`src/common/cart_pkg.sv`:
```
// Types for the cartridge mapping side
// Shared by the bank registers, the address translator and the top level
// Import inside a module body, use cart_pkg:: names in port lists

package cart_pkg;

	//////////////////////////////////////////////////
	// Address and bank types
	//////////////////////////////////////////////////

	typedef logic [23:1]  cpu_word_addr_t;  // CPU word address, byte bit dropped
	typedef logic [4:0]   bank_t;           // One 512 KB bank number
	typedef logic [2:0]   bank_sel_t;       // Bank register index
	typedef logic [23:13] rom_mask_t;       // Size mask in 8 KB steps
	typedef logic [23:0]  mem_word_addr_t;  // Memory side word address

	localparam int NUM_BANKS = 8;

	// Reset value of each bank register is its own index,
	// which gives a flat mapping of the first 4 MB
	typedef bank_t [NUM_BANKS-1:0] bank_array_t;

	//////////////////////////////////////////////////
	// CPU bus as seen by the mapper
	//////////////////////////////////////////////////

	typedef struct packed {
		cpu_word_addr_t va;         // Word address
		logic [15:0]    vdo;        // Write data from the CPU
		logic           rnw;        // High on reads
		logic           page_ce_n;  // Page register window select, active low
	} cpu_bus_t;

endpackage

```
`src/common/host_pkg.sv`:
```
// Types and constants for the host side of the core
// Download bus, keyboard events and the console region
// Import inside a module body, use host_pkg:: names in port lists

package host_pkg;

	//////////////////////////////////////////////////
	// Host download bus, 16 bit wide
	//////////////////////////////////////////////////

	typedef struct packed {
		logic        download;  // High for the whole transfer
		logic [7:0]  index;     // File type, bit 6 marks a cartridge
		logic        wr;        // One strobe per word
		logic [24:0] addr;      // Byte address of the word
		logic [15:0] data;      // Word, low byte first in the file
	} dl_bus_t;

	// Keyboard event, toggle flips on each new event
	typedef struct packed {
		logic       toggle;
		logic       pressed;
		logic [8:0] code;
	} key_evt_t;

	typedef enum logic [1:0] {
		REGION_JP = 2'd0,
		REGION_US = 2'd1,
		REGION_EU = 2'd2
	} region_t;

	//////////////////////////////////////////////////
	// Constants
	//////////////////////////////////////////////////

	localparam logic [5:0] ROM_INDEX_MAX  = 6'd1;  // Index 0 and 1 load ROM images
	localparam int         CART_INDEX_BIT = 6;

	// Scan codes of the region hot keys
	localparam logic [8:0] KEY_F1 = 9'h005;
	localparam logic [8:0] KEY_F2 = 9'h006;
	localparam logic [8:0] KEY_F3 = 9'h004;

	// Region letters in the cartridge header
	localparam logic [7:0] HDR_CHAR_US = "U";
	localparam logic [7:0] HDR_CHAR_JP = "J";

endpackage

```
`src/design/loader/load_decoder.sv`:
```
// Download classifier for ROM and BIOS images
// Gives the ROM loading level and write strobe, the cart mode of the
// current download and the ROM size mask built from the loaded addresses

module load_decoder (
	input  logic                clk_sys,
	input  logic                reset,
	input  host_pkg::dl_bus_t   dl,
	output logic                rom_loading,
	output logic                load_wr,
	output logic                cart_mode,
	output cart_pkg::rom_mask_t rom_mask
);

	import host_pkg::*;

	logic index_is_rom;
	logic index_is_cart;
	logic addr_zero;

	//////////////////////////////////////////////////
	// Index decode
	//////////////////////////////////////////////////

	assign index_is_rom  = (dl.index[5:0] <= ROM_INDEX_MAX);
	assign index_is_cart = dl.index[CART_INDEX_BIT];
	assign addr_zero     = (dl.addr == '0);

	assign rom_loading = dl.download & index_is_rom;
	assign load_wr     = rom_loading & dl.wr;  // One strobe per ROM word

	//////////////////////////////////////////////////
	// Size mask and cart mode
	//////////////////////////////////////////////////

	always_ff @(posedge clk_sys) begin
		if (reset) begin
			rom_mask  <= '0;
			cart_mode <= 1'b0;
		end else if (load_wr) begin
			cart_mode <= index_is_cart;

			// First word of a new image starts a fresh mask
			if (addr_zero) begin
				rom_mask <= '0;
			end else if (index_is_cart) begin
				rom_mask <= rom_mask | dl.addr[23:13];  // Highest address wins
			end
		end
	end

endmodule

```
`src/design/loader/header_sniffer.sv`:
```
// Cartridge header region detector
// Picks the region letter out of the ROM image while it is loaded
// and flags it ready until the next start or end of a ROM download

module header_sniffer #(
	parameter logic [24:0] REGION_ADDR = 25'h1F0
) (
	input  logic              clk_sys,
	input  logic              reset,
	input  host_pkg::dl_bus_t dl,
	input  logic              rom_loading,
	output logic              hdr_ready,
	output host_pkg::region_t hdr_region
);

	import host_pkg::*;

	logic    loading_q;
	logic    loading_edge;
	logic    hdr_wr;
	region_t letter_region;

	assign loading_edge = loading_q ^ rom_loading;  // Start or end of a download
	assign hdr_wr       = rom_loading & dl.wr & (dl.addr == REGION_ADDR);

	// Region letter sits in the low byte of the word
	always_comb begin
		case (dl.data[7:0])
			HDR_CHAR_US: letter_region = REGION_US;
			HDR_CHAR_JP: letter_region = REGION_JP;
			default:     letter_region = REGION_EU;
		endcase
	end

	always_ff @(posedge clk_sys) begin
		if (reset) begin
			loading_q <= 1'b0;
			hdr_ready <= 1'b0;
		end else begin
			loading_q <= rom_loading;
			if (loading_edge) hdr_ready <= 1'b0;
			if (hdr_wr) hdr_ready <= 1'b1;  // Header write wins over the edge
		end
	end

	always_ff @(posedge clk_sys) begin
		if (hdr_wr) hdr_region <= letter_region;
	end

endmodule

```
`src/design/region_select.sv`:
```
// Region request to the host
// Header detection sets the region once per ROM, F1 to F3 override it
// region_set is a level the host uses to apply the request

module region_select (
	input  logic               clk_sys,
	input  logic               reset,
	input  host_pkg::key_evt_t key,
	input  logic               hdr_ready,
	input  host_pkg::region_t  hdr_region,
	output host_pkg::region_t  region_req,
	output logic               region_set
);

	import host_pkg::*;

	logic toggle_q;
	logic ready_q;
	logic key_seen;
	logic hdr_rise;
	logic hdr_fall;

	assign key_seen = toggle_q ^ key.toggle;
	assign hdr_rise = hdr_ready & ~ready_q;
	assign hdr_fall = ~hdr_ready & ready_q;

	always_ff @(posedge clk_sys) begin
		// Previous levels for the edge detect
		toggle_q <= key.toggle;
		ready_q  <= hdr_ready;

		if (reset) begin
			region_req <= REGION_JP;
			region_set <= 1'b0;
		end else begin
			if (key_seen) begin
				case (key.code)
					KEY_F1: begin
						region_req <= REGION_JP;
						region_set <= key.pressed;
					end
					KEY_F2: begin
						region_req <= REGION_US;
						region_set <= key.pressed;
					end
					KEY_F3: begin
						region_req <= REGION_EU;
						region_set <= key.pressed;
					end
					default: ;
				endcase
			end

			// Header comes last so it takes priority over a key
			if (hdr_rise) begin
				region_req <= hdr_region;
				region_set <= 1'b1;
			end
			if (hdr_fall) region_set <= 1'b0;
		end
	end

endmodule

```
`src/design/mapper/bank_regs.sv`:
```
// Bank registers for ROMs above 4 MB
// Written by the CPU through the page register window, one register per
// word at va[3:1], back to the flat mapping on reset and while loading

module bank_regs (
	input  logic                  clk_sys,
	input  logic                  reset,
	input  cart_pkg::cpu_bus_t    cpu,
	input  logic                  rom_loading,
	input  cart_pkg::rom_mask_t   rom_mask,
	output cart_pkg::bank_array_t banks
);

	import cart_pkg::*;

	logic      page_ce_q;
	logic      page_fall;
	logic      big_rom;
	bank_sel_t sel;
	logic      bank_wr;

	assign sel       = cpu.va[3:1];
	assign page_fall = page_ce_q & ~cpu.page_ce_n;
	assign big_rom   = |rom_mask[23:22];  // Image reaches past 4 MB

	// Register 0 stays fixed, reads never write
	assign bank_wr = page_fall & ~cpu.rnw & (sel != '0) & big_rom;

	//////////////////////////////////////////////////
	// Window edge detect
	//////////////////////////////////////////////////

	always_ff @(posedge clk_sys) begin
		if (reset) begin
			page_ce_q <= 1'b1;
		end else begin
			page_ce_q <= cpu.page_ce_n;
		end
	end

	//////////////////////////////////////////////////
	// Registers
	//////////////////////////////////////////////////

	always_ff @(posedge clk_sys) begin
		if (reset || rom_loading) begin
			for (int i = 0; i < NUM_BANKS; i++) begin
				banks[i] <= bank_t'(i);  // Identity mapping
			end
		end else if (bank_wr) begin
			banks[sel] <= cpu.vdo[4:0];
		end
	end

endmodule

```
`src/design/mapper/rom_addr_map.sv`:
```
// Memory address and write path for the ROM area
// Load writes go straight to memory, CPU reads go through the banks and mask
// Purely combinational

module rom_addr_map #(
	parameter logic [5:0] BIOS_PREFIX = 6'b011110
) (
	input  logic                     rom_loading,
	input  logic                     load_wr,
	input  logic                     cart_mode,
	input  host_pkg::dl_bus_t        dl,
	input  cart_pkg::cpu_bus_t       cpu,
	input  cart_pkg::bank_array_t    banks,
	input  cart_pkg::rom_mask_t      rom_mask,
	output cart_pkg::mem_word_addr_t mem_addr,
	output logic [15:0]              mem_data,
	output logic                     mem_wr
);

	import cart_pkg::*;

	cpu_word_addr_t rom_va;

	// Bank picks the 512 KB block, mask folds small ROMs
	assign rom_va = {banks[cpu.va[21:19]], cpu.va[18:1]} & {rom_mask, 12'hFFF};

	assign mem_data = {dl.data[7:0], dl.data[15:8]};  // File is little endian

	always_comb begin
		if (rom_loading) begin
			if (cart_mode) begin
				mem_addr = {2'b00, dl.addr[22:1]};
			end else begin
				mem_addr = {BIOS_PREFIX, dl.addr[18:1]};  // BIOS area
			end
			mem_wr = load_wr;
		end else begin
			mem_addr = {2'b00, rom_va[22:1]};
			mem_wr   = 1'b0;  // ROM is read only for the CPU
		end
	end

endmodule

```
`src/design/cart_map_top.sv`:
```
// Cartridge loading and ROM mapping path of the console core
// Host downloads in, memory writes and CPU address translation out,
// plus the region request raised from the cartridge header or F1 to F3

module cart_map_top #(
	parameter logic [24:0] REGION_ADDR = 25'h1F0,
	parameter logic [5:0]  BIOS_PREFIX = 6'b011110
) (
	input  logic                     clk_sys,
	input  logic                     reset,

	input  host_pkg::dl_bus_t        dl,
	input  host_pkg::key_evt_t       key,
	input  cart_pkg::cpu_bus_t       cpu,

	output cart_pkg::mem_word_addr_t mem_addr,
	output logic [15:0]              mem_data,
	output logic                     mem_wr,
	output logic                     rom_loading,
	output host_pkg::region_t        region_req,
	output logic                     region_set
);

	import cart_pkg::*;
	import host_pkg::*;

	logic        load_wr;
	logic        cart_mode;
	rom_mask_t   rom_mask;
	logic        hdr_ready;
	region_t     hdr_region;
	bank_array_t banks;

	//////////////////////////////////////////////////
	// Loader
	//////////////////////////////////////////////////

	load_decoder u_load_decoder (
		.clk_sys     (clk_sys),
		.reset       (reset),
		.dl          (dl),
		.rom_loading (rom_loading),
		.load_wr     (load_wr),
		.cart_mode   (cart_mode),
		.rom_mask    (rom_mask)
	);

	header_sniffer #(
		.REGION_ADDR (REGION_ADDR)
	) u_header_sniffer (
		.clk_sys     (clk_sys),
		.reset       (reset),
		.dl          (dl),
		.rom_loading (rom_loading),
		.hdr_ready   (hdr_ready),
		.hdr_region  (hdr_region)
	);

	region_select u_region_select (
		.clk_sys    (clk_sys),
		.reset      (reset),
		.key        (key),
		.hdr_ready  (hdr_ready),
		.hdr_region (hdr_region),
		.region_req (region_req),
		.region_set (region_set)
	);

	//////////////////////////////////////////////////
	// Mapper
	//////////////////////////////////////////////////

	bank_regs u_bank_regs (
		.clk_sys     (clk_sys),
		.reset       (reset),
		.cpu         (cpu),
		.rom_loading (rom_loading),
		.rom_mask    (rom_mask),
		.banks       (banks)
	);

	rom_addr_map #(
		.BIOS_PREFIX (BIOS_PREFIX)
	) u_rom_addr_map (
		.rom_loading (rom_loading),
		.load_wr     (load_wr),
		.cart_mode   (cart_mode),
		.dl          (dl),
		.cpu         (cpu),
		.banks       (banks),
		.rom_mask    (rom_mask),
		.mem_addr    (mem_addr),
		.mem_data    (mem_data),
		.mem_wr      (mem_wr)
	);

endmodule

```
`config.mk`:
```
export PLATFORM = sky130hd
export DESIGN_NAME = cart_map_top
export DESIGN_NICKNAME = d
export VERILOG_FILES = /design/src/common/cart_pkg.sv /design/src/common/host_pkg.sv /design/src/design/loader/load_decoder.sv /design/src/design/loader/header_sniffer.sv /design/src/design/region_select.sv /design/src/design/mapper/bank_regs.sv /design/src/design/mapper/rom_addr_map.sv /design/src/design/cart_map_top.sv
export SDC_FILE = /design/constraint.sdc
export NUM_CORES = 1
export LEC_CHECK = 0
export BUFFER_PORTS_ARGS = -buffer_cell sky130_fd_sc_hd__buf_2
export CAP_MARGIN = 40
export CORE_AREA = 2 2 83 85
export DETAILED_ROUTE_END_ITERATION = 7
export DIE_AREA = 0 0 85 87
export PLACE_DENSITY = 0.76
export RECOVER_POWER = 100
export SETUP_SLACK_MARGIN = 0.3
export SYNTH_ARGS = -nofsm -noshare
export SYNTH_HDL_FRONTEND = slang
export SYNTH_SLANG_ARGS = --single-unit
```
`constraint.sdc`:
```
create_clock -name clk_sys -period 2.3 [get_ports clk_sys]
set_clock_uncertainty 0.15 [all_clocks]
set_input_delay 0.46 -clock clk_sys [delete_from_list [all_inputs] [get_ports clk_sys]]
set_output_delay 0.46 -clock clk_sys [all_outputs]
set_load 0.01 [all_outputs]
```
==> results.py <==
metrics = {
    "outcome": {
        "status": "completed",
    },
    "critical_path": {
        "r2r_end": "u_bank_regs.banks[35]$_SDFFE_PP1P_",
        "worstPathMaxFanout": 2,
        "worstPathCellList": "mux4_2 > mux2_4 > nand3_2 > o21ai_2 > buf_2",
        "r2r-start": "u_load_decoder.rom_mask[9]$_SDFFE_PP0P_",
        "end_kind": "primary output",
        "critPathTopFamily": "multiplexers",
        "worst-setup-path-type": "reg -> out",
        "slowest_stage": "mux4_2",
        "critPathBufInv": 1,
        "r2r_cells": 4,
        "crit_required_ns": 1.69,
        "worstPathArrival_ns": 1.62,
        "cpPeakStageDelay_ns": 0.47,
        "start_kind": "flip-flop",
        "r2r_setup_slack_ns": 0.58,
    },
    "timing": {
        "tightestPinTransition_ns": 0.846,
        "slew_viol_final": 0,
        "rsz0062_at_grt": "yes",
        "fin_tns_setup_ns": 0,
        "finalCritPeriodShare_pct": 97.0,
        "period_needed_ns": 2.23,
        "hold_viol_final": 0,
        "setup_viol": 0,
        "slew_headroom_pct": 43.4,
        "worst_slack_ns": 0.0681,
        "max_freq_ghz": 0.448,
    },
    "place": {
        "gp_congestion": 0.797,
        "pre_cts_ws_ns": -0.0931,
        "port_buffers": 116,
        "placedInstanceArea_sq_mm": 0.00335,
        "dp_hpwl_mm": 5.45,
    },
    "route": {
        "avgViaCountPerCell": 5.24,
        "dr.pass1.iters": 5,
        "drt-total-wl_mm": 8.11,
        "drtAntennaViolNets": 0,
        "post_drt_wl_per_cell_um": 15.7,
        "route.detailed.drc": 0,
        "drt_iter0_drc": 86,
        "vias": 2705,
    },
    "clocking": {
        "cts_sinks": 54,
        "clock_path_buffers": 2,
        "htree_num_levels": 2,
        "cts_buffers": 5,
        "clk_latency_ns": 0.31,
        "cts_tree": "built",
        "cts.clk_slew.worst_paths_ns": 0.10,
        "cts-root-buf": "clkbuf_8",
    },
    "power_and_ir_drop": {
        "ir_drop_v": 0.000352,
        "power_density_mw_per_mm2": 438,
        "finalPower_mw": 1.71,
        "power_leakage_nw": 1.89,
    },
    "floorplan": {
        "rows": 30,
        "core_sq_mm": 0.00657,
        "start_util_pct": 43.0,
        "die_h_um": 87,
        "die_area_sq_mm": 0.00740,
        "die_x_um": 85,
        "ios": 150,
    },
    "cells_and_area": {
        "final_design_area_no_fill_sq_mm": 0.00390,
        "multiInputGateArea_sq_mm": 0.00168,
        "area_growth_syn_to_layout_pct": 38.3,
        "nFillCells": 582,
        "final_nets": 540,
        "register_area_sq_mm": 0.00111,
        "insertedDiodeCount": 0,
        "drive_above_1_share_pct": 39.7,
    },
    "grt": {
        "grt_use_total_pct": 20.2,
        "grt_pass1_wl_mm": 12.0,
        "antenna_found_initial": 0,
        "grt_pass1_vias": 2633,
        "grt_start_max_net_pins": 17,
        "grt-ovfl-total": 0,
    },
    "synth": {
        "async_flop_share_pct": 0,
        "ys_types": 46,
        "yosys_most_used_dff": "dfxtp_1",
        "avgSynthCellArea_sq_um": 8.71,
        "ys_ff_latch": 54,
        "ys_seq_area_share_pct": 39.0,
        "synthCells": 324,
        "synth_fp_nets": 429,
        "ys_warn_count": 0,
        "synth_edf_count": 2,
        "netlist_area_sq_mm": 0.00282,
    },
    "worst_hold_path": {
        "hold_path_end": "u_region_select.toggle_q$_DFF_P_",
        "hold_class": "in -> reg",
        "hold_path_depth": 1,
        "min_from": "key[10]",
    },
    "run": {
        "maxCapViolCount": 0,
    },
}
==> layout by cell type, fill, tap and decap left out, types with 3 or more instances in the layout <==
| cell type | Yosys | final |
|---|---|---|
| nand2_2 | 0 | 13 |
| buf_6 | 1 | 11 |
| nand2_4 | 0 | 9 |
| buf_12 | 0 | 4 |
| and3_1 | 6 | 6 |
| nor4_1 | 4 | 4 |
| inv_1 | 6 | 4 |
| and4_1 | 3 | 3 |
| nand3_1 | 14 | 8 |
| nand2_1 | 67 | 45 |
| clkbuf_4 | 0 | 3 |
| dfxtp_2 | 0 | 5 |
| or4_1 | 3 | 3 |
| nand3_2 | 2 | 7 |
| buf_4 | 18 | 3 |
| clkbuf_8 | 0 | 5 |
| clkbuf_1 | 6 | 30 |
| nor2_1 | 43 | 42 |
| buf_16 | 0 | 3 |
| mux4_2 | 1 | 7 |
| dfxtp_1 | 52 | 47 |
| mux2i_1 | 31 | 29 |
| nor2b_1 | 6 | 6 |
| buf_2 | 6 | 80 |
| a21oi_1 | 12 | 12 |
==> area by class of cell <==
type                    instances  share of cell area [%]
clock buffers                   8                    2.05
flip-flops and latches         54                    28.4
inverters                       6                   0.641
multi-input cells             232                    43.1
repair buffers                136                    23.3
well taps                      80                    2.56
==> flip-flops by register name, indices dropped and copies added (netlist names) <==
register and cells:
u_region_select.ready_q 1, u_load_decoder.rom_mask 11, u_load_decoder.cart_mode 1, u_region_select.toggle_q 1, u_region_select.region_req 2, u_header_sniffer.loading_q 1
u_bank_regs.page_ce_q 1, u_bank_regs.banks 32, u_region_select.region_set 1, u_header_sniffer.hdr_ready 1, u_header_sniffer.hdr_region 2
==> per-layer routing <==
| metal | vias to the layer above | part of all wire (%) | track usage [%] |
|---|---|---|---|
| met3 | 20 | 5.7 | 4.17 |
| met5 | - | 0 | 0 |
| met2 | 93 | 53 | 37.9 |
| li1 | 1331 | - | - |
| met1 | 1261 | 40 | 23.1 |
| met4 | 0 | 1.8 | 6.20 |
==> cell usage after synthesis, types with 3 or more instances <==
| cell | count | share of area [%] |
|---|---|---|
| mux2i_1 | 31 | 11 |
| and4_1 | 3 | 0.93 |
| buf_2 | 6 | 1.1 |
| or4_1 | 3 | 0.80 |
| a21oi_1 | 12 | 2.1 |
| dfxtp_1 | 52 | 37 |
| nor4_1 | 4 | 0.89 |
| nand3_1 | 14 | 2.5 |
| inv_1 | 6 | 0.80 |
| clkbuf_1 | 6 | 0.80 |
| nand2_1 | 67 | 8.9 |
| and3_1 | 6 | 1.3 |
| nor2_1 | 43 | 5.7 |
| mux4_1 | 6 | 5.6 |
| buf_4 | 18 | 4.8 |
| nor2b_1 | 6 | 1.3 |
==> power by group <==
group | switching [mW] | total [mW] | internal, mW | leakage, nW
combinational | 0.129 | 0.249 | 0.120 | 1.41
sequential | 0.00134 | 0.943 | 0.941 | 0.437
clock | 0.299 | 0.516 | 0.217 | 0.0395
==> worst max-delay path by stage <==
stage          slack, ns                          startpoint      endpoint  cells past startpoint
2_1_floorplan       0.25                             cpu[38]  mem_addr[19]                      5
3_3_place_gp       -0.07                             cpu[38]  mem_addr[20]                      6
3_5_place_dp       -0.09                             cpu[38]  mem_addr[20]                      6
4_1_cts             0.06  u_bank_regs.banks[32]$_SDFFE_PP1P_  mem_addr[20]                      5
5_1_grt            0.007                              dl[46]  mem_addr[12]                      8
6_report            0.07  u_bank_regs.banks[32]$_SDFFE_PP1P_  mem_addr[20]                      5
==> timing repair <==
action | CTS | global route
pin swaps | 11 | 27
resized for setup | 29 | 61
gates cloned | 3 | 2
buffers inserted | 7 | 2
hold buffers | 0 | 0
endpoints found under the setup margin | 25 | 25
==> per-stage QoR <==
step / util (%) / hold slack (ns) / instances
5_1_grt: 59.4 / 0.128 / 516
3_5_place_dp: 51.0 / 0.229 / 494
2_1_floorplan: - / 0.205 / 324
4_1_cts: 55.9 / 0.116 / 512
6_report: 59.4 / 0.135 / 516
3_3_place_gp: 51.0 / 0.223 / 494
==> kinds of logic after synthesis <==
group	synth area share, %
compound gates	6.16
xor+xnor	0.621
buf+inv	8.02
flops	39.0
mux	18.2
other cells	0.133
simple gates	27.9
(Power assumes the default switching activity.)
